$ cat src/source/mem_stage_pkg.sv
package mem_stage_pkg;

    localparam int xlen = 32;
    localparam int sel_w = xlen / 8;

    typedef logic [xlen-1:0] data_t;
    typedef logic [31:0]     addr_t;
    typedef logic [3:0]      req_id_t;

    typedef enum logic [1:0] {
        kind_none,
        kind_load,
        kind_store,
        kind_atomic
    } mem_kind_e;

    typedef enum logic [1:0] {
        size_b,
        size_h,
        size_w
    } mem_size_e;

    typedef enum logic [3:0] {
        amo_lr,
        amo_sc,
        amo_swap,
        amo_add,
        amo_xor,
        amo_and,
        amo_or,
        amo_min,
        amo_max,
        amo_minu,
        amo_maxu
    } amo_op_e;

    // same 4 bits, read by kind
    typedef union packed {
        struct packed {
            logic      zext;
            mem_size_e size;
            logic      spare;
        } plain;                // load / store
        amo_op_e atomic;        // kind_atomic
    } mem_func_u;

    localparam int ram_words   = 256;
    localparam int ram_bytes   = ram_words * 4;  // first unmapped address
    localparam int ram_aw      = $clog2(ram_words);
    localparam int ram_wait    = 2;
    localparam int wait_w      = $clog2(ram_wait) + 1;
    localparam int bus_timeout = 16;
    localparam int timer_w     = $clog2(bus_timeout);

endpackage
$ cat src/source/amo_alu.sv
`timescale 1ns/1ps

module amo_alu import mem_stage_pkg::*; (
    input  amo_op_e op,
    input  data_t   old_word,
    input  data_t   operand,
    output data_t   new_word
);

    logic lt_s;
    logic lt_u;

    assign lt_s = $signed(old_word) < $signed(operand);
    assign lt_u = old_word < operand;

    always_comb begin
        case (op)
            amo_swap: new_word = operand;
            amo_add:  new_word = old_word + operand;
            amo_xor:  new_word = old_word ^ operand;
            amo_and:  new_word = old_word & operand;
            amo_or:   new_word = old_word | operand;
            amo_min:  new_word = lt_s ? old_word : operand;
            amo_max:  new_word = lt_s ? operand : old_word;
            amo_minu: new_word = lt_u ? old_word : operand;
            amo_maxu: new_word = lt_u ? operand : old_word;
            default:  new_word = operand;   // lr/sc, not written from here
        endcase
    end

endmodule

$ cat config.mk
export PLATFORM = sky130hd
export DESIGN_NAME = amo_alu
export DESIGN_NICKNAME = d
export VERILOG_FILES = /design/src/source/mem_stage_pkg.sv /design/src/source/amo_alu.sv
export SDC_FILE = /design/constraint.sdc
export NUM_CORES = 1
export LEC_CHECK = 0
export ABC_AREA = 0
export BUFFER_PORTS_ARGS = -buffer_cell sky130_fd_sc_hd__buf_2
export CORE_MARGIN = 8
export CORE_UTILIZATION = 40
export DETAILED_ROUTE_END_ITERATION = 7
export PLACE_DENSITY = 0.62
export RECOVER_POWER = 25
export SYNTH_ARGS = -nofsm -noshare
export SYNTH_HDL_FRONTEND = slang
export SYNTH_SLANG_ARGS = --single-unit
$ cat constraint.sdc
create_clock -name vclk -period 3.5
set_input_delay 0.175 -clock vclk [all_inputs]
set_output_delay 0.175 -clock vclk [all_outputs]
set_load 0.02 [all_outputs]
==> results.cfg <==
[run_status]
status = finished, final reports clean

[route]
drc = 0
viasPerCell = 5.99
wl_per_cell_um = 18.0
first_pass_iters = 5
routed_wl_mm = 18.0
dr_total_vias = 5975
antenna_left = 0
drt-initial-drc-count = 408

[setup_path]
max_stage_delay_ns = 0.36
cp_slowest_cell = a311o_1
worstSetupPathType = in -> out
crit_top_cell = a21o_1
cp_top_family = compound AO/OA/AOI/OAI gates
crit_buf_inv = 4
arrival_ns = 3.18
critPathCaptureType = output pin
crit_fanout = 7
startpoint_type = primary input
crit_required_ns = 3.32
crit_path_cell_trace = buf_2 > inv_1 > ha_2 > buf_4 > a21o_1 > a21o_1 > a21o_1 > a221o_1 > a41oi_2 > o21ai_2 > a31o_4 > or3_1 > a311o_1 > buf_2

[clocking]
postCtsHoldBufs = 0
cts_setup_buffers = 0

[flow_run]
maxCapViolations = 0

[finish]
n_sequential_cell = 0
layout-drive-gt1-share_pct = 24.3
multi_input_area_um2 = 4270
final-seq-area_um2 = 0
finalNetCount = 1022
area_growth_pct = 25.0
nFillCells = 1170
n_antenna_cell = 0
finalNonFillerCells = 998
clockBufferCount = 0

[floorplanning]
ioPinCount = 100
die-area_um2 = 15500
rows = 39
start_util_pct = 41.1
dieHeight_um = 125
die_w_um = 125
coreArea_um2 = 11500

[logic_synthesis]
ys_types = 65
syn_area_um2 = 4710
avgSynthCellArea_um2 = 6.51
seq_area_frac_synth_pct = 0
yosysWarnings = 0
syn-num-nets = 889
synth_cells = 724

[global_route]
grt.busiest_layer = met2
gr-usage-all-layers_pct = 21.1
antenna_found_initial = 0
overflow = 0
grtUsageMet1_pct = 27.7
grtUsageMet3_pct = 1.45
grt_use_met2_pct = 36.4
grt_pass1_vias = 5923
grt_pass1_wl_mm = 28.7
grt_max_degree = 29

[min_path]
hold_class = in -> out

[timing]
max_slew_margin_pct = 59.6
setup_viol = 0
max_freq_mhz = 298
slew_violations = 0
finalCritPeriodShare_pct = 95.9
final-hold-violation-count = 0
worstMarginPinSlew_ns = 0.605
period_minus_slack_ns = 3.36
tns_ns = 0

[pwr]
leakagePower_nw = 2.96
powerDensity_nw_per_um2 = 190
peakVddDrop_mv = 0.101

[placed_design]
place.gp.congestion = 0.984
io_buffers = 100
dp.cells = 998
dp_hpwl_mm = 14.3
## cell type report
cell class	instances	area share (%)
timing repair buffer	181	19.4
inverter	82	5.22
multi-input combinational	592	72.4
tap	143	3.04
## synth_stat cells, types with 3 or more instances
library cell | instances | area share [%]
a2111oi_0 | 3 | 0.56
a211oi_1 | 34 | 5.4
a21o_1 | 14 | 2.2
a21oi_1 | 84 | 8.9
a221o_1 | 5 | 1.1
a221oi_1 | 11 | 2.0
a222oi_1 | 3 | 0.64
a22oi_1 | 4 | 0.64
a311o_1 | 3 | 0.64
a31o_2 | 3 | 0.56
a31oi_1 | 11 | 1.5
and2_1 | 9 | 1.2
and3_1 | 7 | 0.93
buf_2 | 10 | 1.1
clkbuf_1 | 35 | 2.8
ha_1 | 96 | 25
inv_1 | 81 | 6.4
mux2_2 | 3 | 0.72
nand2_1 | 43 | 3.4
nand2b_1 | 5 | 0.66
nand3_1 | 9 | 0.96
nor2_1 | 75 | 6.0
nor3_1 | 11 | 1.2
nor4_1 | 8 | 1.1
o211ai_1 | 11 | 1.8
o21ai_0 | 46 | 4.9
o21ai_1 | 5 | 0.53
o21bai_1 | 5 | 0.80
o221ai_1 | 10 | 1.9
o22ai_1 | 10 | 1.3
o31ai_1 | 11 | 1.8
xnor2_1 | 13 | 2.4
xor2_1 | 4 | 0.74
## metal layers
metal  wire length, um  part of all wire, %
met1              8160                   45
met2              8340                   46
met3              1070                  5.9
met4               380                  2.1
met5                 0                    0
## cell usage in the layout (no fill, tap or decap), types with 10 or more instances in the layout
cell type and instances:
o31ai_1 11, a211oi_1 32, a21oi_1 83, a31oi_1 11, o22ai_1 10, xnor2_1 13, inv_1 81, nand2_1 43
o221ai_1 10, buf_4 78, nor2_1 74, ha_1 95, a221oi_1 10, o21ai_0 45, buf_2 95, o211ai_1 11
a21o_1 14
## cells by family (layout without fill, tap and decap cells)
family,count (synthesis),after routing,share of synthesized area [%]
AO/OA/AOI/OAI,295,295,41.7
buffers and inverters,132,263,11.0
AND/OR/NAND/NOR,179,179,17.2
adder cells (fa/ha/maj),97,97,25.9
XOR/XNOR,17,17,3.16
multiplexers,4,4,0.929
## power breakdown
part / internal [mW] / switching, mW / leakage (nW)
Combinational: 0.457 / 0.661 / 2.96
Sequential: 0 / 0 / 0
Clock: 0 / 0 / 0
Total: 0.457 / 0.661 / 2.96
## stage by stage
step | total power, mW | hold slack (ns) | setup WS (ns) | utilization, % | area, um2
finish | 1.12 | 0.753 | 0.144 | 51.4 | 5890
global placement | 1.06 | 0.741 | -0.0863 | 50.8 | 5820
detailed placement | 1.08 | 0.755 | -0.123 | 50.8 | 5820
global route | 1.21 | 0.784 | -0.00271 | 51.4 | 5890
CTS | 1.09 | 0.758 | 0.0139 | 50.9 | 5830
floorplan | 0.667 | 0.533 | 0.450 | - | 4710
## worst paths after layout
kind	start	endpoint	slack, ns	cells after the start
worst min-delay path	old_word[18]	new_word[18]	0.75	4
worst max-delay path	operand[14]	new_word[31]	0.14	14
## what timing repair did
item                       CTS  global route
hold endpoints to repair     0             0
pin swaps                    0            10
setup endpoints to repair   10            24
gates resized for setup      2            15
No activity file was read; power rests on OpenSTA's default activity.
