## config.mk

```make
export PLATFORM = sky130hd
export DESIGN_NAME = bus_timer
export DESIGN_NICKNAME = d
export VERILOG_FILES = /design/src/source/mem_stage_pkg.sv /design/src/source/bus_timer.sv
export SDC_FILE = /design/constraint.sdc
export NUM_CORES = 1
export LEC_CHECK = 0
export ABC_AREA = 1
export BUFFER_PORTS_ARGS = -buffer_cell sky130_fd_sc_hd__buf_2
export CAP_MARGIN = 20
export CORE_AREA = 2 2 39 41
export CTS_BUF_LIST = sky130_fd_sc_hd__clkbuf_4 sky130_fd_sc_hd__clkbuf_8 sky130_fd_sc_hd__clkbuf_16
export DETAILED_ROUTE_END_ITERATION = 12
export DIE_AREA = 0 0 41 43
export GPL_TIMING_DRIVEN = 1
export SLEW_MARGIN = 20
export SYNTH_ARGS = -nofsm -noshare
export SYNTH_HDL_FRONTEND = slang
export SYNTH_SLANG_ARGS = --single-unit
```

## constraint.sdc

```tcl
create_clock -name clk -period 1.32 [get_ports clk]
set_input_delay 0.198 -clock clk [delete_from_list [all_inputs] [get_ports clk]]
set_output_delay 0.198 -clock clk [all_outputs]
set_load 0.005 [all_outputs]
```

## src/source/mem_stage_pkg.sv

```systemverilog
package mem_stage_pkg;

    localparam int xlen = 32;
    localparam int sel_w = xlen / 8;

    typedef logic [xlen-1:0] data_t;
    typedef logic [31:0]     addr_t;
    typedef logic [3:0]      req_id_t;

    typedef enum logic [1:0] {
        kind_none,
        kind_load,
        kind_store,
        kind_atomic
    } mem_kind_e;

    typedef enum logic [1:0] {
        size_b,
        size_h,
        size_w
    } mem_size_e;

    typedef enum logic [3:0] {
        amo_lr,
        amo_sc,
        amo_swap,
        amo_add,
        amo_xor,
        amo_and,
        amo_or,
        amo_min,
        amo_max,
        amo_minu,
        amo_maxu
    } amo_op_e;

    // same 4 bits, read by kind
    typedef union packed {
        struct packed {
            logic      zext;
            mem_size_e size;
            logic      spare;
        } plain;                // load / store
        amo_op_e atomic;        // kind_atomic
    } mem_func_u;

    localparam int ram_words   = 256;
    localparam int ram_bytes   = ram_words * 4;  // first unmapped address
    localparam int ram_aw      = $clog2(ram_words);
    localparam int ram_wait    = 2;
    localparam int wait_w      = $clog2(ram_wait) + 1;
    localparam int bus_timeout = 16;
    localparam int timer_w     = $clog2(bus_timeout);

endpackage
```

## src/source/bus_timer.sv

```systemverilog
`timescale 1ns/1ps

module bus_timer import mem_stage_pkg::*; (
    input  logic clk,
    input  logic rst_n,
    input  logic run,
    output logic expired
);

    logic [timer_w-1:0] cnt;

    // fires in the bus_timeout-th cycle of run
    assign expired = run && cnt == timer_w'(bus_timeout - 1);

    always_ff @(posedge clk or negedge rst_n) begin
        if (!rst_n) begin
            cnt <= '0;
        end else if (!run) begin
            cnt <= '0;
        end else if (!expired) begin
            cnt <= cnt + 1'b1;
        end
        // else hold, saturated
    end

endmodule

```

==> results.py <==
metrics = {
    "synth": {
        "yosys.area_share.adder": 0.0606,
        "synth_compound_area_frac": 0.0727,
        "synth_seq_cells": 4,
        "avgSynthCellArea_sq_um": 7.94,
        "synth_xor_area_frac": 0,
        "synth_area_sq_um": 206,
        "syn-num-nets": 30,
        "syn_inst": 26,
        "synthSimpleGateAreaFrac": 0.327,
        "synth_top_cell_by_area": "dfrtp_1",
        "ys_seq_area_frac": 0.485,
        "synth_area_leaders": "dfrtp_1 48%, nand2_1 15%, o21ai_0 7.3%",
        "synth_top_family_by_area": "simple AND/OR/NAND/NOR gates",
        "synth_top_area_share": 0.485,
        "synth_mux_area_frac": 0,
        "synth_cell_type_count": 9,
        "yosysWarnings": 0,
    },
    "sta": {
        "finalSetupViolCount": 0,
        "clock.fmax_mhz": 800,
        "fin_crit_sh": 0.946,
        "slew_headroom": 0.873,
        "rsz0062_at_grt": "no",
        "tightestPinTransition_ns": 0.188,
        "finalSetupTns_ns": 0,
        "timing.final.hold_violations": 0,
        "fin_worst_skew_ns": 0.00193,
        "slew_violations": 0,
        "period_minus_slack_ns": 1.25,
    },
    "power_and_ir_drop": {
        "powerDensity_nw_per_um2": 1020,
        "total_power_mw": 0.324,
        "ir_drop_uv": 319,
        "leakage_nw": 0.160,
    },
    "placed_design": {
        "io_buffers": 3,
        "gp_congestion": 0.630,
    },
    "global_route": {
        "grt-ovfl-total": 0,
        "antenna_found_initial": 0,
        "grt_max_degree": 6,
        "grt_use_total": 0.0655,
        "grt_first_pass_wirelength_um": 703,
        "grt_pass1_vias": 210,
    },
    "route": {
        "wl_per_cell_um": 8.58,
        "first_pass_iters": 1,
        "ant_nets": 0,
        "routed_wl_um": 446,
        "avgViaCountPerCell": 3.73,
        "remaining_drc_errors": 0,
        "vias": 194,
        "drtIter0Drc": 0,
    },
    "layout": {
        "fin_nets": 42,
        "antennaDiodeCount": 0,
        "area_growth_syn_to_layout_pct": 53.3,
        "top_register": "cnt",
        "largest_reg_flops": 4,
        "final_cell_mix": "7 x nand2_1, 4 x nor2_1, 4 x dfrtp_1",
        "drive_gt1_frac": 0.361,
        "largest_registers": "cnt: 4 flops",
        "final_common_cell": "nand2_1",
    },
    "critical_path": {
        "path_max_fanout": 3,
        "required_ns": 1.12,
        "path_delay_family": "flip-flops",
        "worst_r2r_endpoint": "cnt[1]",
        "crit_path_start_kind": "flop",
        "worstPathCellList": "ha_4, nand2_4, nor2_4, buf_2",
        "reg2reg_depth": 5,
        "r2r-start": "cnt[1]",
        "worst-path-stages": 4,
        "rrSetupSlack_ns": 0.21,
        "critPathSlowestCell": "dfrtp_1",
        "worst_ep_arrival_time_ns": 1.05,
        "slowest_delay_ns": 0.39,
        "path_buf_inv": 1,
        "criticalPathCategory": "flop to primary output",
        "cp-end-kind": "primary output",
    },
    "clock_tree": {
        "cts_sinks": 4,
        "clk_latency_ns": 0.23,
        "clk_pin_slew_ns": 0.04,
        "root_buffer": "clkbuf_4",
        "cts_tree": "yes",
        "clockBufferDepth": 2,
        "numCtsBuffers": 3,
        "cts.htree.levels": 1,
    },
    "floorplanning": {
        "rows": 14,
        "core-area_sq_um": 1380,
        "ios": 4,
        "die_y_um": 43,
        "initial_core_util": 0.149,
        "die_width_um": 41,
        "die-area_sq_um": 1760,
    },
    "worst_hold_path": {
        "hold_path_depth": 3,
        "min_from": "run",
        "hold_class": "input port to flop",
        "min_to": "cnt[3]",
    },
    "job": {
        "maxCapViolations": 0,
    },
    "outcome": {
        "status": "complete, no violations",
    },
}
-- kinds of logic after synthesis --
family,Yosys count
AOI/OAI and AO/OA,3
buffers and inverters,3
DFF,4
and+or+nand+nor,15
adders and majority gates,1
-- per-layer routing --
metal / global-route usage / share of wire
met2: 0.0938 / 0.56
met3: 0.0157 / 0.047
met5: 0 / 0
met1: 0.0649 / 0.39
met4: 0.0800 / 0
-- per-stage QoR --
step	setup slack [ns]	area [sq um]	util	instances	hold WS [ns]
floorplan	0.310	206	-	26	-0.0976
global placement	0.184	241	0.175	45	0.00261
detailed placement	0.158	241	0.175	45	0.00759
CTS	0.00388	292	0.211	51	0.229
global route	0.000294	317	0.229	52	0.261
finish	0.0707	317	0.229	52	0.244
-- worst reg2reg max path, stage by stage, from the launching register on --
cell and delay, ns:
dfrtp_1 0.40, ha_4 0.19, nand2_4 0.08, nor2_4 0.03
buf_4 0.13, o21ai_0 0.18
-- power by group --
group / leakage [nW] / switching (mW) / internal, mW / total [mW]
clock: 0.0138 / 0.0460 / 0.101 / 0.147
combinational: 0.0928 / 0.0173 / 0.0202 / 0.0375
sequential: 0.0533 / 0.00824 / 0.131 / 0.139
-- cell type report --
class / count / area (sq um)
Inverter: 3 / 11.3
Multi-Input combinational cell: 19 / 115
Tap cell: 16 / 20.0
Clock buffer: 3 / 22.5
Fill cell: 163 / 1070
Sequential cell: 4 / 100
Timing Repair Buffer: 7 / 47.5
-- repair_timing --
| item | 4_1_cts | 5_1_grt |
|---|---|---|
| endpoints found under the setup margin | 1 | 1 |
| hold buffers | 1 | 0 |
| pin swaps | 1 | 1 |
| resized for setup | 1 | 3 |
| endpoints found under the hold margin | 4 | 0 |
| setup buffers | 2 | 1 |
-- how the worst max path moves through the flow --
stage / startpoint / end / slack, ns
2_1_floorplan: cnt[0] / cnt[0] / 0.31
3_3_place_gp: cnt[0] / expired / 0.18
3_5_place_dp: cnt[0] / expired / 0.16
4_1_cts: cnt[1] / expired / 0.004
5_1_grt: cnt[1] / expired / 0.0003
6_report: cnt[1] / expired / 0.07
-- synthesized netlist by cell type --
master,instances
ha_1,1
nand2_1,8
inv_1,3
nor2_1,4
o21ai_0,3
dfrtp_1,4
nand2_2,1
nor2_4,1
nand3_1,1
Note: power is estimated with default switching activity, not from simulation.
