$ cat src/source/mem_stage_pkg.sv
package mem_stage_pkg;

    localparam int xlen = 32;
    localparam int sel_w = xlen / 8;

    typedef logic [xlen-1:0] data_t;
    typedef logic [31:0]     addr_t;
    typedef logic [3:0]      req_id_t;

    typedef enum logic [1:0] {
        kind_none,
        kind_load,
        kind_store,
        kind_atomic
    } mem_kind_e;

    typedef enum logic [1:0] {
        size_b,
        size_h,
        size_w
    } mem_size_e;

    typedef enum logic [3:0] {
        amo_lr,
        amo_sc,
        amo_swap,
        amo_add,
        amo_xor,
        amo_and,
        amo_or,
        amo_min,
        amo_max,
        amo_minu,
        amo_maxu
    } amo_op_e;

    // same 4 bits, read by kind
    typedef union packed {
        struct packed {
            logic      zext;
            mem_size_e size;
            logic      spare;
        } plain;                // load / store
        amo_op_e atomic;        // kind_atomic
    } mem_func_u;

    localparam int ram_words   = 256;
    localparam int ram_bytes   = ram_words * 4;  // first unmapped address
    localparam int ram_aw      = $clog2(ram_words);
    localparam int ram_wait    = 2;
    localparam int wait_w      = $clog2(ram_wait) + 1;
    localparam int bus_timeout = 16;
    localparam int timer_w     = $clog2(bus_timeout);

endpackage
$ cat src/source/mem_access_fsm.sv
`timescale 1ns/1ps

module mem_access_fsm import mem_stage_pkg::*; (
    input  logic      clk,
    input  logic      rst_n,
    input  logic      req_valid,
    input  req_id_t   req_id,
    input  mem_kind_e req_kind,
    input  mem_func_u req_func,
    input  addr_t     req_addr,
    input  logic      ack,
    input  logic      expired,
    output logic      cyc,
    output logic      stb,
    output logic      we,
    output logic      capture,
    output logic      clear,
    output logic      sc_fail,
    output logic      stall,
    output logic      rsp_fault
);

    enum logic [1:0] {st_idle, st_read, st_write, st_done} state;

    req_id_t last_id;
    logic    last_vld;      // nothing completed yet after reset
    addr_t   resv_addr;
    logic    resv_vld;

    logic start;
    logic is_lr;
    logic is_sc;
    logic is_amo;
    logic sc_hit;
    logic busy;

    assign start  = req_valid && req_kind != kind_none && (!last_vld || req_id != last_id);
    assign is_lr  = req_kind == kind_atomic && req_func.atomic == amo_lr;
    assign is_sc  = req_kind == kind_atomic && req_func.atomic == amo_sc;
    assign is_amo = req_kind == kind_atomic && !is_lr && !is_sc;
    assign sc_hit = resv_vld && resv_addr == req_addr;
    assign busy   = state == st_read || state == st_write;

    assign stall   = busy || (state == st_idle && start);
    assign capture = state == st_read && ack;
    assign clear   = busy && expired;

    always_ff @(posedge clk or negedge rst_n) begin
        if (!rst_n) begin
            state     <= st_idle;
            cyc       <= 1'b0;
            stb       <= 1'b0;
            we        <= 1'b0;
            sc_fail   <= 1'b0;
            rsp_fault <= 1'b0;
            last_id   <= '0;
            last_vld  <= 1'b0;
            resv_addr <= '0;
            resv_vld  <= 1'b0;
        end else begin
            case (state)
                st_idle: begin
                    if (start) begin
                        rsp_fault <= 1'b0;
                        if (is_sc) begin
                            resv_vld <= 1'b0;   // every SC drops the reservation
                            sc_fail  <= !sc_hit;
                            if (sc_hit) begin
                                state <= st_write;
                                cyc   <= 1'b1;
                                stb   <= 1'b1;
                                we    <= 1'b1;
                            end else begin
                                // no bus cycle for a failed SC
                                state    <= st_done;
                                last_id  <= req_id;
                                last_vld <= 1'b1;
                            end
                        end else begin
                            if (is_lr) begin
                                resv_addr <= req_addr;
                                resv_vld  <= 1'b1;
                            end
                            state <= (req_kind == kind_store) ? st_write : st_read;
                            cyc   <= 1'b1;
                            stb   <= 1'b1;
                            we    <= req_kind == kind_store;
                        end
                    end
                end
                st_read, st_write: begin
                    if (expired) begin
                        cyc       <= 1'b0;
                        stb       <= 1'b0;
                        we        <= 1'b0;
                        rsp_fault <= 1'b1;
                        state     <= st_done;
                        last_id   <= req_id;
                        last_vld  <= 1'b1;
                    end else if (!stb) begin
                        stb <= 1'b1;            // write half of an AMO
                    end else if (ack) begin
                        stb <= 1'b0;
                        if (state == st_read && is_amo) begin
                            state <= st_write;  // keep cyc for the write
                            we    <= 1'b1;
                        end else begin
                            cyc      <= 1'b0;
                            we       <= 1'b0;
                            state    <= st_done;
                            last_id  <= req_id;
                            last_vld <= 1'b1;
                        end
                    end
                end
                default: state <= st_idle;      // st_done, completion cycle
            endcase
        end
    end

endmodule

$ cat config.mk
export PLATFORM = sky130hd
export DESIGN_NAME = mem_access_fsm
export DESIGN_NICKNAME = d
export VERILOG_FILES = /design/src/source/mem_stage_pkg.sv /design/src/source/mem_access_fsm.sv
export SDC_FILE = /design/constraint.sdc
export NUM_CORES = 1
export LEC_CHECK = 0
export ABC_AREA = 0
export BUFFER_PORTS_ARGS = -buffer_cell sky130_fd_sc_hd__buf_4
export CORE_MARGIN = 4
export CORE_UTILIZATION = 54
export CTS_BUF_LIST = sky130_fd_sc_hd__clkbuf_16
export DETAILED_ROUTE_END_ITERATION = 7
export GPL_TIMING_DRIVEN = 1
export PLACE_DENSITY = 0.8
export SLEW_MARGIN = 40
export SYNTH_ARGS = -nofsm -noshare
export SYNTH_HDL_FRONTEND = slang
export SYNTH_SLANG_ARGS = --single-unit
$ cat constraint.sdc
create_clock -name clk -period 2.4 [get_ports clk]
set_input_delay 0.36 -clock clk [delete_from_list [all_inputs] [get_ports clk]]
set_output_delay 0.36 -clock clk [all_outputs]
set_load 0.01 [all_outputs]
==> key figures <==
Status
  • Status: finished, final reports clean

Critical path
  • R2R depth: 7
  • Reg-to-reg setup timing slack: 0.30 ns
  • Critical R2R Capture: stb$_DFFE_PN0P_
  • Critical path cell sequence: xnor2_1, nand3_1, o221ai_2, or2_4, nand2b_1, buf_4
  • Arrival time at the worst endpoint: 1.75 ns
  • Setup crit start kind: flip-flop
  • Critical path type: reg2out
  • CP max FO: 7
  • CP max stage cell: dfrtp_1
  • Endpoint type of the worst setup path: output port
  • R2r startpoint: resv_addr[22]$_DFFE_PN0P_
  • Critical Path RT: 2.04 ns
  • Largest delay share family, worst path: flip-flops
  • CP bufs+invs: 1
  • Largest stage delay on the critical path: 0.39 ns

Synth
  • Synth warn: 0
  • Most area-consuming cells after synthesis: dfrtp_1 47%, xnor2_1 11%, mux2_2 10%
  • Sequential area share after synthesis: 47.00%
  • Syn avg cell area: 11.75 sq um
  • Syn Std Cell Area: 2396 sq um
  • Post-synth EDFFs: 0
  • Post-synthesis async set-or-reset flop share: 100.0%
  • Top cells by count, synth: 45 x dfrtp_1, 30 x xnor2_1, 22 x mux2_2, 13 x mux2_1, 9 x inv_1
  • Area leader, netlist: dfrtp_1
  • Synth top area share: 47.00%
  • Count leader, synth: dfrtp_1
  • Synth unique cells: 38
  • Syn Inst Count: 204
  • Syn nets: 254
  • Seq cells post-synth: 45
  • Main synth FF type: dfrtp_1

Placed design
  • Final GP Congestion: 0.8479
  • Dpl cells: 307
  • Port Buffers: 54
  • Post-DP HPWL: 3459 um

Final layout
  • Layout area overhead: 26.37%
  • Layout cells sized above 1: 34.72%
  • Register area: 1126 sq um
  • Nets: 314
  • Cell Count, Final, Fillers Out: 315
  • Multi-input combinational cell area: 1195 sq um
  • Filler instances: 315
  • Ant. Diodes: 0

Drt
  • # DRC: 0
  • Total wire length: 4500 um
  • First-pass DRT Iterations: 4
  • Initial drt markers: 151
  • Post-route ant nets: 0
  • Vias/cell: 5.384
  • DR WL/cell: 14.29 um
  • Vias post-DR: 1696

Power
  • Pleak: 1.420 nW
  • Peak VDD IR: 547.5 uV
  • Switch share: 30.93%
  • Clock network power share: 26.1%
  • PwrDens: 946.9 nW/um^2
  • Switch Pwr: 886.8 uW
  • Seq pwr share: 36.6%
  • Logic pwr share: 37.3%
  • Pint: 1.980 mW

STA
  • Fin. max-slew vios: 0
  • Tmin final: 2.113 ns
  • Fmax: 0.4732 GHz
  • Final hold violation count: 0
  • Final setup violation count: 0
  • Slew @ Worst Pin: 0.5526 ns
  • Relative slew slack: 62.77%
  • Clock skew: 0.002791 ns
  • Final period util: 88.06%
  • Setup_tns: 0 ns
  • RSZ-0062 raised after global routing: false

Die
  • Core area: 4144 sq um
  • Die Area: 5567 sq um
  • Ports: 55
  • Starting density of the core: 57.82%
  • Cell row count: 23
  • Die outline width: 74.61 um
  • Die height: 74.61 um

Clock network
  • CTS clk-pin slew, worst paths: 0.06 ns
  • Clock Tree Buf Depth: 2
  • H-tree Lvls: 2
  • CTS root buf: clkbuf_16
  • Worst-Skew Late Latency: 0.28 ns
  • # clock sinks: 45
  • CTS-repair resized insts: 0
  • Post-CTS Repair Setup Buffers: 0
  • Post-cts hold buffer count: 0
  • CTS Buf Count: 5
  • CTS tree: done

Job
  • MaxCap Viol Count: 0

Global routing
  • GRT Total Usage: 18.30%
  • Initial antenna violation count: 0
  • Global-route wire length before repair: 7845 um
  • Overflow left after global routing: 0
  • Vias in the first global route: 1734
  • Largest net degree at the start of global routing: 46

Worst hold path
  • Worst Hold Class: in2async
==> power groups by stage <==
stage	sequential [mW]	clock (mW)	combinational, mW
after floorplan	1.05	0	0.720
after global placement	1.05	0	1.06
after detailed placement	1.06	0	1.08
after CTS	1.05	0.767	1.08
after global routing	1.07	0.794	1.22
final	1.05	0.749	1.07
==> cells by family after synthesis <==
logic type,Yosys count,share of synthesized area [%]
xor+xnor,33,12.06
flops,45,47.00
fa+ha+maj,3,1.567
simple gates,43,10.44
buf+inv,14,3.133
mux,40,18.54
compound gates,26,7.259
==> registers in the layout (all words and copies together), names as in the netlist <==
signal and flops:
resv_addr 32, last_id 4, state 2, cyc 1
last_vld 1, resv_vld 1, rsp_fault 1, sc_fail 1
stb 1, we 1
==> metal layers <==
| metal | vias to the layer above | GRT usage, % | share of wire (%) |
|---|---|---|---|
| li1 | 843 | - | - |
| met1 | 801 | 24.20 | 44 |
| met2 | 45 | 29.66 | 49 |
| met3 | 7 | 4.940 | 6.0 |
| met4 | 0 | 5.534 | 1.3 |
| met5 | - | 0 | 0 |
==> worst reg2reg max path, stage by stage (launching register included) <==
cell and delay [ns]:
dfrtp_1 0.39, xnor2_1 0.17, nand4_1 0.11, nor4_1 0.42, nand4_1 0.21, buf_4 0.20
a21oi_1 0.29, mux2i_1 0.23
==> how the worst max path moves through the flow <==
stage                               from                        to  slack (ns)  cells after the start
4_1_cts        resv_addr[19]$_DFFE_PN0P_           stb$_DFFE_PN0P_        0.27                      7
3_3_place_gp                req_addr[25]           stb$_DFFE_PN0P_        0.23                      8
2_1_floorplan       state[0]$_DFFE_PN0P_  resv_addr[0]$_DFFE_PN0P_        0.25                      8
5_1_grt        resv_addr[22]$_DFFE_PN0P_           stb$_DFFE_PN0P_        0.11                      7
3_5_place_dp                req_addr[22]           stb$_DFFE_PN0P_        0.19                      8
6_report          last_id[0]$_DFFE_PN0P_                     stall        0.29                      6
==> stage by stage <==
stage	utilization [%]	worst slack [ns]	power, mW	hold WS [ns]	cell area [sq um]
detailed placement	69.14	0.1868	2.138	0.3947	2865
global placement	69.14	0.2338	2.108	0.3926	2865
finish	73.07	0.2866	2.867	0.06735	3028
floorplan	-	0.2546	1.772	0.06441	2396
CTS	73.07	0.2704	2.896	0.09239	3028
global route	73.07	0.1121	3.086	0.1133	3028
==> area by class of cell <==
class,count,area share (%)
tap,50,2.066
sequential,45,37.19
clock buffer,5,4.132
inverter,9,1.116
clock inverter,3,1.240
multi-input combinational,145,39.46
timing repair buffer,58,14.79
==> layout by cell type (no fill, tap or decap), drive strengths merged, types with 2 or more instances in the layout <==
| master | Yosys | final |
|---|---|---|
| a21oi | 6 | 6 |
| and2 | 3 | 3 |
| buf | 3 | 58 |
| clkbuf | 2 | 5 |
| dfrtp | 45 | 45 |
| ha | 3 | 3 |
| inv | 9 | 10 |
| mux2 | 35 | 35 |
| mux2i | 5 | 5 |
| nand2 | 6 | 6 |
| nand2b | 4 | 4 |
| nand3 | 2 | 2 |
| nand4 | 8 | 8 |
| nor2 | 7 | 7 |
| nor3 | 4 | 4 |
| nor4 | 3 | 3 |
| o21ai | 7 | 7 |
| o221ai | 2 | 2 |
| o22ai | 3 | 3 |
| or2 | 2 | 2 |
| xnor2 | 30 | 30 |
| xor2 | 3 | 3 |
(Power assumes the default switching activity.)
