`config.mk`:
```
export PLATFORM = sky130hd
export DESIGN_NAME = mem_lane_align
export DESIGN_NICKNAME = d
export VERILOG_FILES = /design/src/source/mem_stage_pkg.sv /design/src/source/mem_lane_align.sv
export SDC_FILE = /design/constraint.sdc
export NUM_CORES = 1
export LEC_CHECK = 0
export BUFFER_PORTS_ARGS = -buffer_cell sky130_fd_sc_hd__buf_2
export CORE_MARGIN = 2
export CORE_UTILIZATION = 30
export DETAILED_ROUTE_END_ITERATION = 10
export PLACE_DENSITY = 0.66
export SLEW_MARGIN = 10
export SYNTH_ARGS = -nofsm -noshare
export SYNTH_HDL_FRONTEND = slang
export SYNTH_SLANG_ARGS = --single-unit
```
`constraint.sdc`:
```
create_clock -name clk -period 2.3 [get_ports clk]
set_input_delay 0.23 -clock clk [delete_from_list [all_inputs] [get_ports clk]]
set_output_delay 0.23 -clock clk [all_outputs]
set_load 0.1 [all_outputs]
```
`src/source/mem_stage_pkg.sv`:
```
package mem_stage_pkg;

    localparam int xlen = 32;
    localparam int sel_w = xlen / 8;

    typedef logic [xlen-1:0] data_t;
    typedef logic [31:0]     addr_t;
    typedef logic [3:0]      req_id_t;

    typedef enum logic [1:0] {
        kind_none,
        kind_load,
        kind_store,
        kind_atomic
    } mem_kind_e;

    typedef enum logic [1:0] {
        size_b,
        size_h,
        size_w
    } mem_size_e;

    typedef enum logic [3:0] {
        amo_lr,
        amo_sc,
        amo_swap,
        amo_add,
        amo_xor,
        amo_and,
        amo_or,
        amo_min,
        amo_max,
        amo_minu,
        amo_maxu
    } amo_op_e;

    // same 4 bits, read by kind
    typedef union packed {
        struct packed {
            logic      zext;
            mem_size_e size;
            logic      spare;
        } plain;                // load / store
        amo_op_e atomic;        // kind_atomic
    } mem_func_u;

    localparam int ram_words   = 256;
    localparam int ram_bytes   = ram_words * 4;  // first unmapped address
    localparam int ram_aw      = $clog2(ram_words);
    localparam int ram_wait    = 2;
    localparam int wait_w      = $clog2(ram_wait) + 1;
    localparam int bus_timeout = 16;
    localparam int timer_w     = $clog2(bus_timeout);

endpackage
```
`src/source/mem_lane_align.sv`:
```
`timescale 1ns/1ps

module mem_lane_align import mem_stage_pkg::*; (
    input  logic             clk,
    input  logic             rst_n,
    input  logic             capture,
    input  logic             clear,
    input  logic             sc_fail,
    input  mem_kind_e        req_kind,
    input  mem_func_u        req_func,
    input  addr_t            req_addr,
    input  data_t            req_wdata,
    input  data_t            amo_word,
    input  data_t            dat_r,
    output logic [sel_w-1:0] sel,
    output data_t            dat_w,
    output data_t            saved_word,
    output data_t            rsp_rdata
);

    logic  is_atomic;
    logic  is_sc;
    data_t lane;

    assign is_atomic = req_kind == kind_atomic;
    assign is_sc     = is_atomic && req_func.atomic == amo_sc;
    assign lane      = saved_word >> {req_addr[1:0], 3'b000};  // addressed byte to bit 0

    // store steering
    always_comb begin
        sel   = '1;
        dat_w = req_wdata;
        if (is_atomic) begin
            if (!is_sc) begin
                dat_w = amo_word;
            end
        end else begin
            case (req_func.plain.size)
                size_b: begin
                    sel   = sel_w'(1) << req_addr[1:0];
                    dat_w = {4{req_wdata[7:0]}};
                end
                size_h: begin
                    sel   = sel_w'(3) << {req_addr[1], 1'b0};
                    dat_w = {2{req_wdata[15:0]}};
                end
                default: ;
            endcase
        end
    end

    always_ff @(posedge clk or negedge rst_n) begin
        if (!rst_n) begin
            saved_word <= '0;
        end else if (clear) begin
            saved_word <= '0;       // timed out
        end else if (capture) begin
            saved_word <= dat_r;
        end
    end

    always_comb begin
        case (req_kind)
            kind_load: begin
                case (req_func.plain.size)
                    size_b:  rsp_rdata = req_func.plain.zext ? {24'b0, lane[7:0]}
                                                             : {{24{lane[7]}}, lane[7:0]};
                    size_h:  rsp_rdata = req_func.plain.zext ? {16'b0, lane[15:0]}
                                                             : {{16{lane[15]}}, lane[15:0]};
                    default: rsp_rdata = saved_word;
                endcase
            end
            kind_atomic: rsp_rdata = is_sc ? data_t'(sc_fail) : saved_word;
            kind_store:  rsp_rdata = '0;
            default:     rsp_rdata = saved_word;
        endcase
    end

endmodule

```
==> results.yml, run 1 <==
timing:
  fmax_mhz: 445
  relSlewSlack_pct: 51.2
  hold_viol: 2
  fin_hold_ws_ps: -2.11
  tns_ps: 0
  setup_viol: 0
  finClkSkew_ps: 0
  fin_crit_sh_pct: 97.8
  rsz0062_at_grt: "yes"
  min_period_ps: 2250
  drv_slew: 0
  worst_slew_pin_slew_ps: 732
outcome:
  violations: "hold timing"
  outcome: "finished with violations"
finish:
  top_regs: "saved_word: 32 flops"
  fin_area_mm2: 0.00528
  mostFrequentLayoutCells: "149 x buf_2, 62 x buf_12, 55 x mux2i_1"
  instances_no_fill: 631
  nets: 659
  largest_reg_flops: 32
  drive_gt1_share_pct: 60.8
  area_delta_synth_final_pct: 91.5
  final_common_cell: "buf_2"
  top_register: "saved_word"
  utilization_pct: 59.9
global_route:
  antenna_found_initial: 2
  grt_pass1_wl_mm: 17.4
  grt_pass1_vias: 3308
  grt_max_degree: 34
  globalRouteTotalUtil_pct: 22.1
  grt_overflow_total: 0
clocking:
  clk_path_buf_depth: 2
  path_clk_slew_ps: 70
  clk-insertion-delay-late_ps: 280
  cts_setup_buffers: 0
  clock_sinks: 32
  htreeDepth: 2
  cts_tree: "yes"
  cts_root_buf: "clkbuf_8"
  ctsHoldBuffers: 0
  cts_inserted_buffers: 5
drt:
  drtIter0Drc: 123
  final_antenna_net_count: 0
  drtPass1Iterations: 4
  drc: 0
  dr_total_vias: 3335
  routed_wirelength_mm: 11.5
  avgRoutedWirePerCell_um: 18.2
  viasPerCell: 5.29
placement:
  dp_cells: 620
  place_area_mm2: 0.00515
  gp_congestion: 0.891
  io_buffers: 208
  hpwl_mm: 9.24
logic_synthesis:
  synth_area_mm2: 0.00276
  synthCells: 309
  synthTopCellsByArea: "dfrtp_1 29%, mux2i_1 20%, a21o_1 8.4%, nor2_1 7.4%, a221o_1 5.8%"
  synth_top_cell_by_area: "dfrtp_1"
  ys_types: 35
  syn_nets: 448
  async_reset_ff_share_pct: 100
  ys_seq_elements: 32
  syn_area_per_cell_um2: 8.92
  synth_edf_count: 0
  ys_seq_area_share_pct: 29.1
  synth-main-ff-cell: "dfrtp_1"
  yosysWarnings: 0
  synth_top_area_share_pct: 29.1
floorplan:
  die_height_um: 99.8
  initial_core_util_pct: 31.3
  core_mm2: 0.00881
  dieArea_mm2: 0.00997
  die_w_um: 99.8
  ios: 239
  std_cell_rows: 34
pwr:
  netSwitchingPower_uw: 1590
  ir_worst_vdd_mv: 0.453
  power_frac_clock_pct: 13.9
  seqPwrFrac_pct: 21.1
  sw_frac_of_total_pct: 52.3
  cellPowerDensity_mw_per_mm2: 578
  internal-power_uw: 1460
  p_leak_uw: 0.00271
  comb_power_share_pct: 64.9
flow_run:
  cap_violations: 0
setup_path:
  required_ps: 2070
  critPathMaxStageDelay_ps: 510
  arrival_ps: 2020
  crit_path_end_kind: "output port"
  critPathMaxFanout: 8
  critical_path_class: "register to output port"
  reg2reg_setup_slack_ps: 1450
  critPathLaunchType: "register"
  cp_slowest_cell: "dfrtp_4"
  crit_chain: "mux2_2, mux2i_1, a211oi_4, clkbuf_16, a21o_4, buf_12"
min_path:
  hold_path.class: "primary input to async pin"
-- power by group through the flow --
stage	Combinational, µW	Sequential (µW)	Clock, µW
6_report	1980	645	425
3_5_place_dp	1980	655	0
2_1_floorplan	1090	876	0
4_1_cts	1990	644	434
5_1_grt	2050	650	471
3_3_place_gp	1960	653	0
-- stage by stage --
| step | power [µW] | setup slack, ps | hold slack [ps] |
|---|---|---|---|
| after global placement | 2620 | 14.6 | 306 |
| after detailed placement | 2640 | -27.9 | 325 |
| final | 3050 | 50.9 | -2.11 |
| after CTS | 3070 | 17.3 | 16.3 |
| after floorplan | 1970 | -306 | -65.6 |
| after global routing | 3170 | -8.59 | 48.0 |
-- critical path: cells and delay by family, from the launching register on --
| kind | cells | cell delay [ps] |
|---|---|---|
| buffers and inverters | 2 | 370 |
| flip-flops | 1 | 510 |
| AO/OA/AOI/OAI | 2 | 320 |
| multiplexers | 2 | 520 |
-- metal layers --
| metal | global-route usage (%) | wire length (µm) | up-vias |
|---|---|---|---|
| met5 | 0 | 0 | - |
| met4 | 8.01 | 287 | 0 |
| met3 | 5.01 | 973 | 20 |
| met2 | 40.7 | 5910 | 170 |
| met1 | 24.9 | 4290 | 1572 |
| li1 | - | - | 1573 |
-- path summary, 6_finish.rpt --
check	startpoint	endpoint	depth (start not counted)
max reg2reg	saved_word[23]	saved_word[23]	2
max	saved_word[23]	rsp_rdata[23]	6
min in group clk	dat_r[15]	saved_word[15]	3
min reg2reg	saved_word[0]	saved_word[0]	2
min	rst_n	saved_word[20]	1
max in group asynchronous	rst_n	saved_word[31]	1
-- kinds of logic after synthesis --
kind of cell	count (synthesis)	share of synthesized area, %
mux	66	24.4
flops	32	29.1
compound gates	100	28.4
buf+inv	32	5.68
simple gates	79	12.4
-- layout make-up --
cell class | instances | area, µm²
fill | 739 | 3530
timing repair buffer | 232 | 2160
multi-input combinational | 245 | 2060
sequential | 32 | 811
tap | 108 | 135
clock buffer | 5 | 68.8
clock inverter | 3 | 18.8
inverter | 4 | 15.0
antenna | 2 | 5.00
-- cells in the mapped netlist, types with 2 or more instances --
cell       number
nor3_1          2
a21o_1         31
a22o_1         14
a221o_1        16
mux2_2         10
o22ai_1         2
mux2i_1        56
nand2_1         9
clkbuf_1       14
nor2b_1         4
inv_1           4
buf_6           3
buf_1           4
and3_1          2
buf_2           5
o21ai_0        14
o2bb2ai_1       6
dfrtp_1        32
a32o_1          2
a21oi_1         9
buf_4           2
nand2b_1        2
nor2_1         54
-- timing repair --
action                     in CTS  in global routing
pin swaps                       0                  2
gates resized for setup         1                  1
cloned                          0                  1
setup endpoints to repair       7                 16
Power figures use the tool's default switching activity.
==> run 2: changes to the inputs <==
Settings changed: CORE_AREA from default to 2 2 93 95, CORE_MARGIN 2 to default, CORE_UTILIZATION 30 to default, DIE_AREA from default to 0 0 95 97, PLACE_DENSITY 0.66 to 0.72.
==> run 2 against run 1 <==
Against the previous run:
- the run still ends with hold timing left
- non-clock buffer count decreased by 3
- largest power group unchanged
- wire length decreased by 0.93%
- fmax increased by 0.20%
- worst setup slack improved by 4.5 ps
- register-to-register slack about the same
- critical endpoint is now rsp_rdata[19]
- sequential power about the same
- global-route usage increased by 1.9 points
- utilization increased by 4.3 points
- sequential share of layout area increased by 0.16 points
- sequential cell count unchanged
==> results.yml, run 2 (synthesis results as in run 1) <==
clocking:
  htreeDepth: 2
  path_clk_slew_ps: 70
  cts_tree: "yes"
  clk_path_buf_depth: 2
  cts_root_buf: "clkbuf_8"
  cts_inserted_buffers: 5
  ctsHoldBuffers: 0
  clk-insertion-delay-late_ps: 270
  cts_setup_buffers: 0
  clock_sinks: 32
timing:
  drv_slew: 0
  setup_viol: 0
  hold_viol: 7
  worst_slew_pin_slew_ps: 921
  fin_crit_sh_pct: 97.6
  min_period_ps: 2240
  finClkSkew_ps: 0
  relSlewSlack_pct: 38.3
  rsz0062_at_grt: "no"
  fmax_mhz: 446
  fin_hold_ws_ps: -5.27
pwr:
  ir_worst_vdd_mv: 0.420
  netSwitchingPower_uw: 1580
  p_leak_uw: 0.00268
  internal-power_uw: 1450
  cellPowerDensity_mw_per_mm2: 581
  comb_power_share_pct: 65.1
  sw_frac_of_total_pct: 52.2
  seqPwrFrac_pct: 21.3
  power_frac_clock_pct: 13.6
  power_uw: 3030
floorplan:
  initial_core_util_pct: 33.9
  dieArea_mm2: 0.00922
  die_w_um: 95
  core_mm2: 0.00813
  std_cell_rows: 33
  ios: 239
  die_height_um: 97
placement:
  dp_cells: 614
  gp_congestion: 0.801
  io_buffers: 208
  hpwl_mm: 9.31
setup_path:
  crit_buf_inv: 3
  critical_path_class: "primary input to output port"
  crit_chain: "buf_2, or3b_4, a311o_1, a211oi_4, clkbuf_16, a21o_4, buf_12"
  cp_slowest_cell: "or3b_4"
  critPathMaxStageDelay_ps: 430
  crit_path_end_kind: "output port"
  critPathLaunchType: "primary input"
  cp_top_family: "compound AO/OA/AOI/OAI gates"
  arrival_ps: 2010
  critPathMaxFanout: 9
  required_ps: 2070
  r2r_cells: 2
  path_depth: 7
finish:
  nets: 656
  final_common_cell: "buf_2"
  top_register: "saved_word"
  mostFrequentLayoutCells: "150 x buf_2, 61 x buf_12, 55 x mux2i_1"
  largest_reg_flops: 32
  drive_gt1_share_pct: 60.6
  area_delta_synth_final_pct: 89.5
  instances_no_fill: 623
  n_antenna_cell: 0
  top_regs: "saved_word: 32 flops"
min_path:
  hold_path.class: "primary input to async pin"
drt:
  dr_wl_met3_mm: 1.02
  wirelength_met1_mm: 3.98
  final_antenna_net_count: 0
  drc: 0
  top_layer: "met4"
  wl_met2_mm: 6.19
  drtIter0Drc: 97
  routed_wirelength_mm: 11.4
  dr_total_vias: 3381
  drtPass1Iterations: 4
  viasPerCell: 5.43
  avgRoutedWirePerCell_um: 18.2
global_route:
  globalRouteTotalUtil_pct: 24.0
  grt_pass1_wl_mm: 17.4
  grt_pass1_vias: 3411
  antenna_found_initial: 0
  grt_overflow_total: 0
  grt_max_degree: 33
flow_run:
  cap_violations: 0
outcome:
  violations: "hold timing"
  outcome: "finished with violations"
-- run 2: metal layers --
metal | vias up | global-route usage [%]
li1 | 1565 | -
met1 | 1631 | 25.6
met2 | 171 | 46.5
met3 | 14 | 5.37
met4 | 0 | 5.57
met5 | - | 0
-- run 2: power by group through the flow --
stage	registers, µW	clock network (µW)	logic, µW
after global placement	654	0	1950
after CTS	646	427	1980
after global routing	652	450	2040
after detailed placement	657	0	1970
after floorplan	876	0	1090
final	647	413	1970
-- run 2: worst paths after layout --
path                                 from        endpoint  slack, ps
min in group clk                dat_r[27]  saved_word[27]        200
setup reg to reg           saved_word[31]  saved_word[31]       1440
setup / recovery              req_kind[0]   rsp_rdata[19]         60
hold reg to reg             saved_word[0]   saved_word[0]        590
hold / removal                      rst_n  saved_word[17]         -5
max in group asynchronous           rst_n  saved_word[31]       1770
-- run 2: per-stage QoR --
| stage | instance area, µm² | TNS [ps] | util, % | hold WS (ps) | setup slack, ps |
|---|---|---|---|---|---|
| after global routing | 5220 | 0 | 64.2 | 40.9 | 7.24 |
| final | 5220 | 0 | 64.2 | -5.27 | 55.4 |
| after detailed placement | 5100 | 0 | 62.8 | 317 | 67.9 |
| after CTS | 5190 | 0 | 63.8 | 9.65 | 14.2 |
| after global placement | 5100 | 0 | 62.8 | 302 | 106 |
| after floorplan | 3010 | -613 | - | -65.6 | -306 |
-- run 2: layout make-up --
| cell class | instances | area [µm²] |
|---|---|---|
| fill | 616 | 2910 |
| timing repair buffer | 229 | 2120 |
| multi-input combinational | 245 | 2050 |
| sequential | 32 | 811 |
| tap | 105 | 131 |
| clock buffer | 6 | 72.6 |
| inverter | 4 | 15.0 |
| clock inverter | 2 | 12.5 |
-- run 2: timing repair --
item,CTS,global route
gates resized for setup,0,2
endpoints found under the setup margin,0,16
hold endpoints to repair,0,0
==> run 3: changes to the inputs <==
Settings changed: ABC_AREA from default to 1, CORE_AREA 2 2 93 95 to 2 2 92 94, DIE_AREA 0 0 95 97 to 0 0 94 96, PLACE_DENSITY 0.72 to 0.79.
==> run 3 against run 2 <==
Against the previous run:
- the flow now finishes without violations
- clock skew is the same
- highest routed layer unchanged
- die area shrank 2.1%
- sequential cell count is the same
- largest cell class is now multi-input combinational cells
- total power grew 3.3%
- global-route usage grew 6.7 points
- via count grew 31%
- utilization grew 3.2 points
- non-clock buffer count shrank 11
- register-to-register slack gained 20 ps
- wire length grew 23%
- worst hold slack gained 19 ps
==> results.yml, run 3 <==
finish:
  fillers: 702
  fin_area_mm2: 0.00543
  drive_gt1_share_pct: 40.0
  nets: 843
  top_register: "saved_word"
  top_regs: "saved_word: 32 flops"
  utilization_pct: 67.4
  final_common_cell: "nand2_1"
  mostFrequentLayoutCells: "155 x nand2_1, 144 x buf_2, 87 x nand3_1"
  area_delta_synth_final_pct: 74.0
  largest_reg_flops: 32
timing:
  relSlewSlack_pct: 48.6
  fmax_mhz: 466
  min_period_ps: 2140
  hold_viol: 0
  setup_viol: 0
  worst_slew_pin_slew_ps: 770
  finClkSkew_ps: 0
  drv_slew: 0
  layout_setup_ws_ps: 155
  fin_crit_sh_pct: 93.3
  tns_ps: 0
  rsz0062_at_grt: "no"
global_route:
  grt_overflow_total: 0
  antenna_found_initial: 1
  globalRouteTotalUtil_pct: 30.7
  grt_pass1_vias: 4395
  grt_pass1_wl_mm: 21.7
  grt_max_degree: 35
logic_synthesis:
  syn_area_per_cell_um2: 6.13
  synth_edf_count: 0
  synthTopCellsByArea: "dfrtp_1 26%, nand2_1 19%, nand3_1 15%, o21ai_0 8.5%, inv_1 5.4%"
  netlist_top_cells_count: "158 x nand2_1, 94 x nand3_1, 53 x o21ai_0"
  synth-main-ff-cell: "dfrtp_1"
  ys_seq_area_share_pct: 25.7
  synthCells: 509
  synth_top_area_share_pct: 25.7
  async_reset_ff_share_pct: 100
  yosysWarnings: 0
  ys_types: 35
  syn_nets: 648
  synth_area_mm2: 0.00312
  synth_most_common_cell: "nand2_1"
  synth_top_cell_by_area: "dfrtp_1"
  ys_seq_elements: 32
floorplan:
  std_cell_rows: 33
  die_w_um: 94
  dieArea_mm2: 0.00902
  die_height_um: 96
  initial_core_util_pct: 38.7
  core_mm2: 0.00805
  ios: 239
setup_path:
  required_ps: 2070
  endpoint: "rsp_rdata[31]"
  crit_chain: "nand2_1, nand2_1, nand2_1, nand2_1, nand2_1, nand3_2, nand3_1, nand3_2, buf_12"
  crit_path_end_kind: "output port"
  reg2reg_setup_slack_ps: 1460
  cp_top_family: "simple AND/OR/NAND/NOR gates"
  timing.rr.end: "saved_word[25]"
  path_depth: 9
  startpoint: "saved_word[31]"
  arrival_ps: 1910
  cp_slowest_cell: "dfrtp_2"
  critical_path.most_common_cell: "nand2_1"
  critPathLaunchType: "register"
  r2r_cells: 2
  critPathMaxFanout: 16
  critPathMaxStageDelay_ps: 440
  critical_path_class: "register to output port"
  r2r_start: "saved_word[25]"
  crit_buf_inv: 1
min_path:
  hold_path.class: "primary input to async pin"
clocking:
  ctsHoldBuffers: 0
  clk_path_buf_depth: 2
  clock_sinks: 32
  path_clk_slew_ps: 70
  htreeDepth: 2
  ctsResizeCount: 0
  cts_setup_buffers: 0
  cts_inserted_buffers: 5
  clk-insertion-delay-late_ps: 280
  cts_root_buf: "clkbuf_8"
  cts_tree: "yes"
pwr:
  seqPwrFrac_pct: 20.0
  power_frac_clock_pct: 14.6
  comb_power_share_pct: 65.4
  sw_frac_of_total_pct: 54.5
  ir_worst_vdd_mv: 0.474
  netSwitchingPower_uw: 1710
  internal-power_uw: 1430
  p_leak_uw: 0.00269
  cellPowerDensity_mw_per_mm2: 578
drt:
  routed_wirelength_mm: 14.0
  viasPerCell: 5.47
  dr_total_vias: 4436
  drtIter0Drc: 273
  drtPass1Iterations: 5
  avgRoutedWirePerCell_um: 17.3
  final_antenna_net_count: 0
  drc: 0
outcome:
  outcome: "finished clean"
placement:
  place_area_mm2: 0.00533
  pre_cts_ws_ps: 345
  gp_congestion: 0.901
  io_buffers: 208
  hpwl_mm: 10.9
flow_run:
  cap_violations: 0
run 3: worst min-delay path by stage:
stage	from	to	depth (start not counted)
after CTS	rst_n	saved_word[1]	1
after global routing	rst_n	saved_word[3]	1
after global placement	rst_n	saved_word[1]	1
final	rst_n	saved_word[3]	1
after detailed placement	rst_n	saved_word[1]	1
after floorplan	rst_n	saved_word[0]	0
run 3: layout make-up:
class	count	area [µm²]	share of cell area (%)
diodes	1	2.50	0.0461
clock buffers	8	90.1	1.66
inverters	51	201	3.71
multi-input cells	396	2110	39.0
flip-flops and latches	32	810	14.9
well taps	105	131	2.42
repair buffers	218	2080	38.3
run 3: power by group through the flow:
stage | Clock (µW) | Sequential (µW) | Combinational [µW]
6_report | 457 | 628 | 2050
5_1_grt | 482 | 631 | 2130
4_1_cts | 457 | 627 | 2050
3_5_place_dp | 0 | 637 | 2040
3_3_place_gp | 0 | 635 | 2030
2_1_floorplan | 0 | 866 | 1120
run 3: kinds of logic after synthesis:
family                 synth area share, %
AOI/OAI and AO/OA                     22.8
DFF                                   25.7
and+or+nand+nor                       39.9
buffers and inverters                 11.6
run 3: worst reg2reg max path: cells and delay by family (launching register included):
family / cells / cell delay (ps)
AO/OA/AOI/OAI: 1 / 120
buffers and inverters: 1 / 150
flip-flops: 1 / 430
run 3: per-stage QoR:
stage,power [µW],hold slack (ps),cells
after floorplan,1980,-65.6,509
after global placement,2660,334,802
after detailed placement,2680,340,802
after CTS,3130,37.1,810
after global routing,3240,61.5,811
final,3130,13.8,811
run 3: layer usage:
metal / part of all wire, % / vias up / global-route usage (%)
met3: 10 / 26 / 7.05
met5: 0 / - / 0
met2: 51 / 286 / 55.8
li1: - / 2105 / -
met4: 2.2 / 0 / 10.4
met1: 36 / 2019 / 35.6
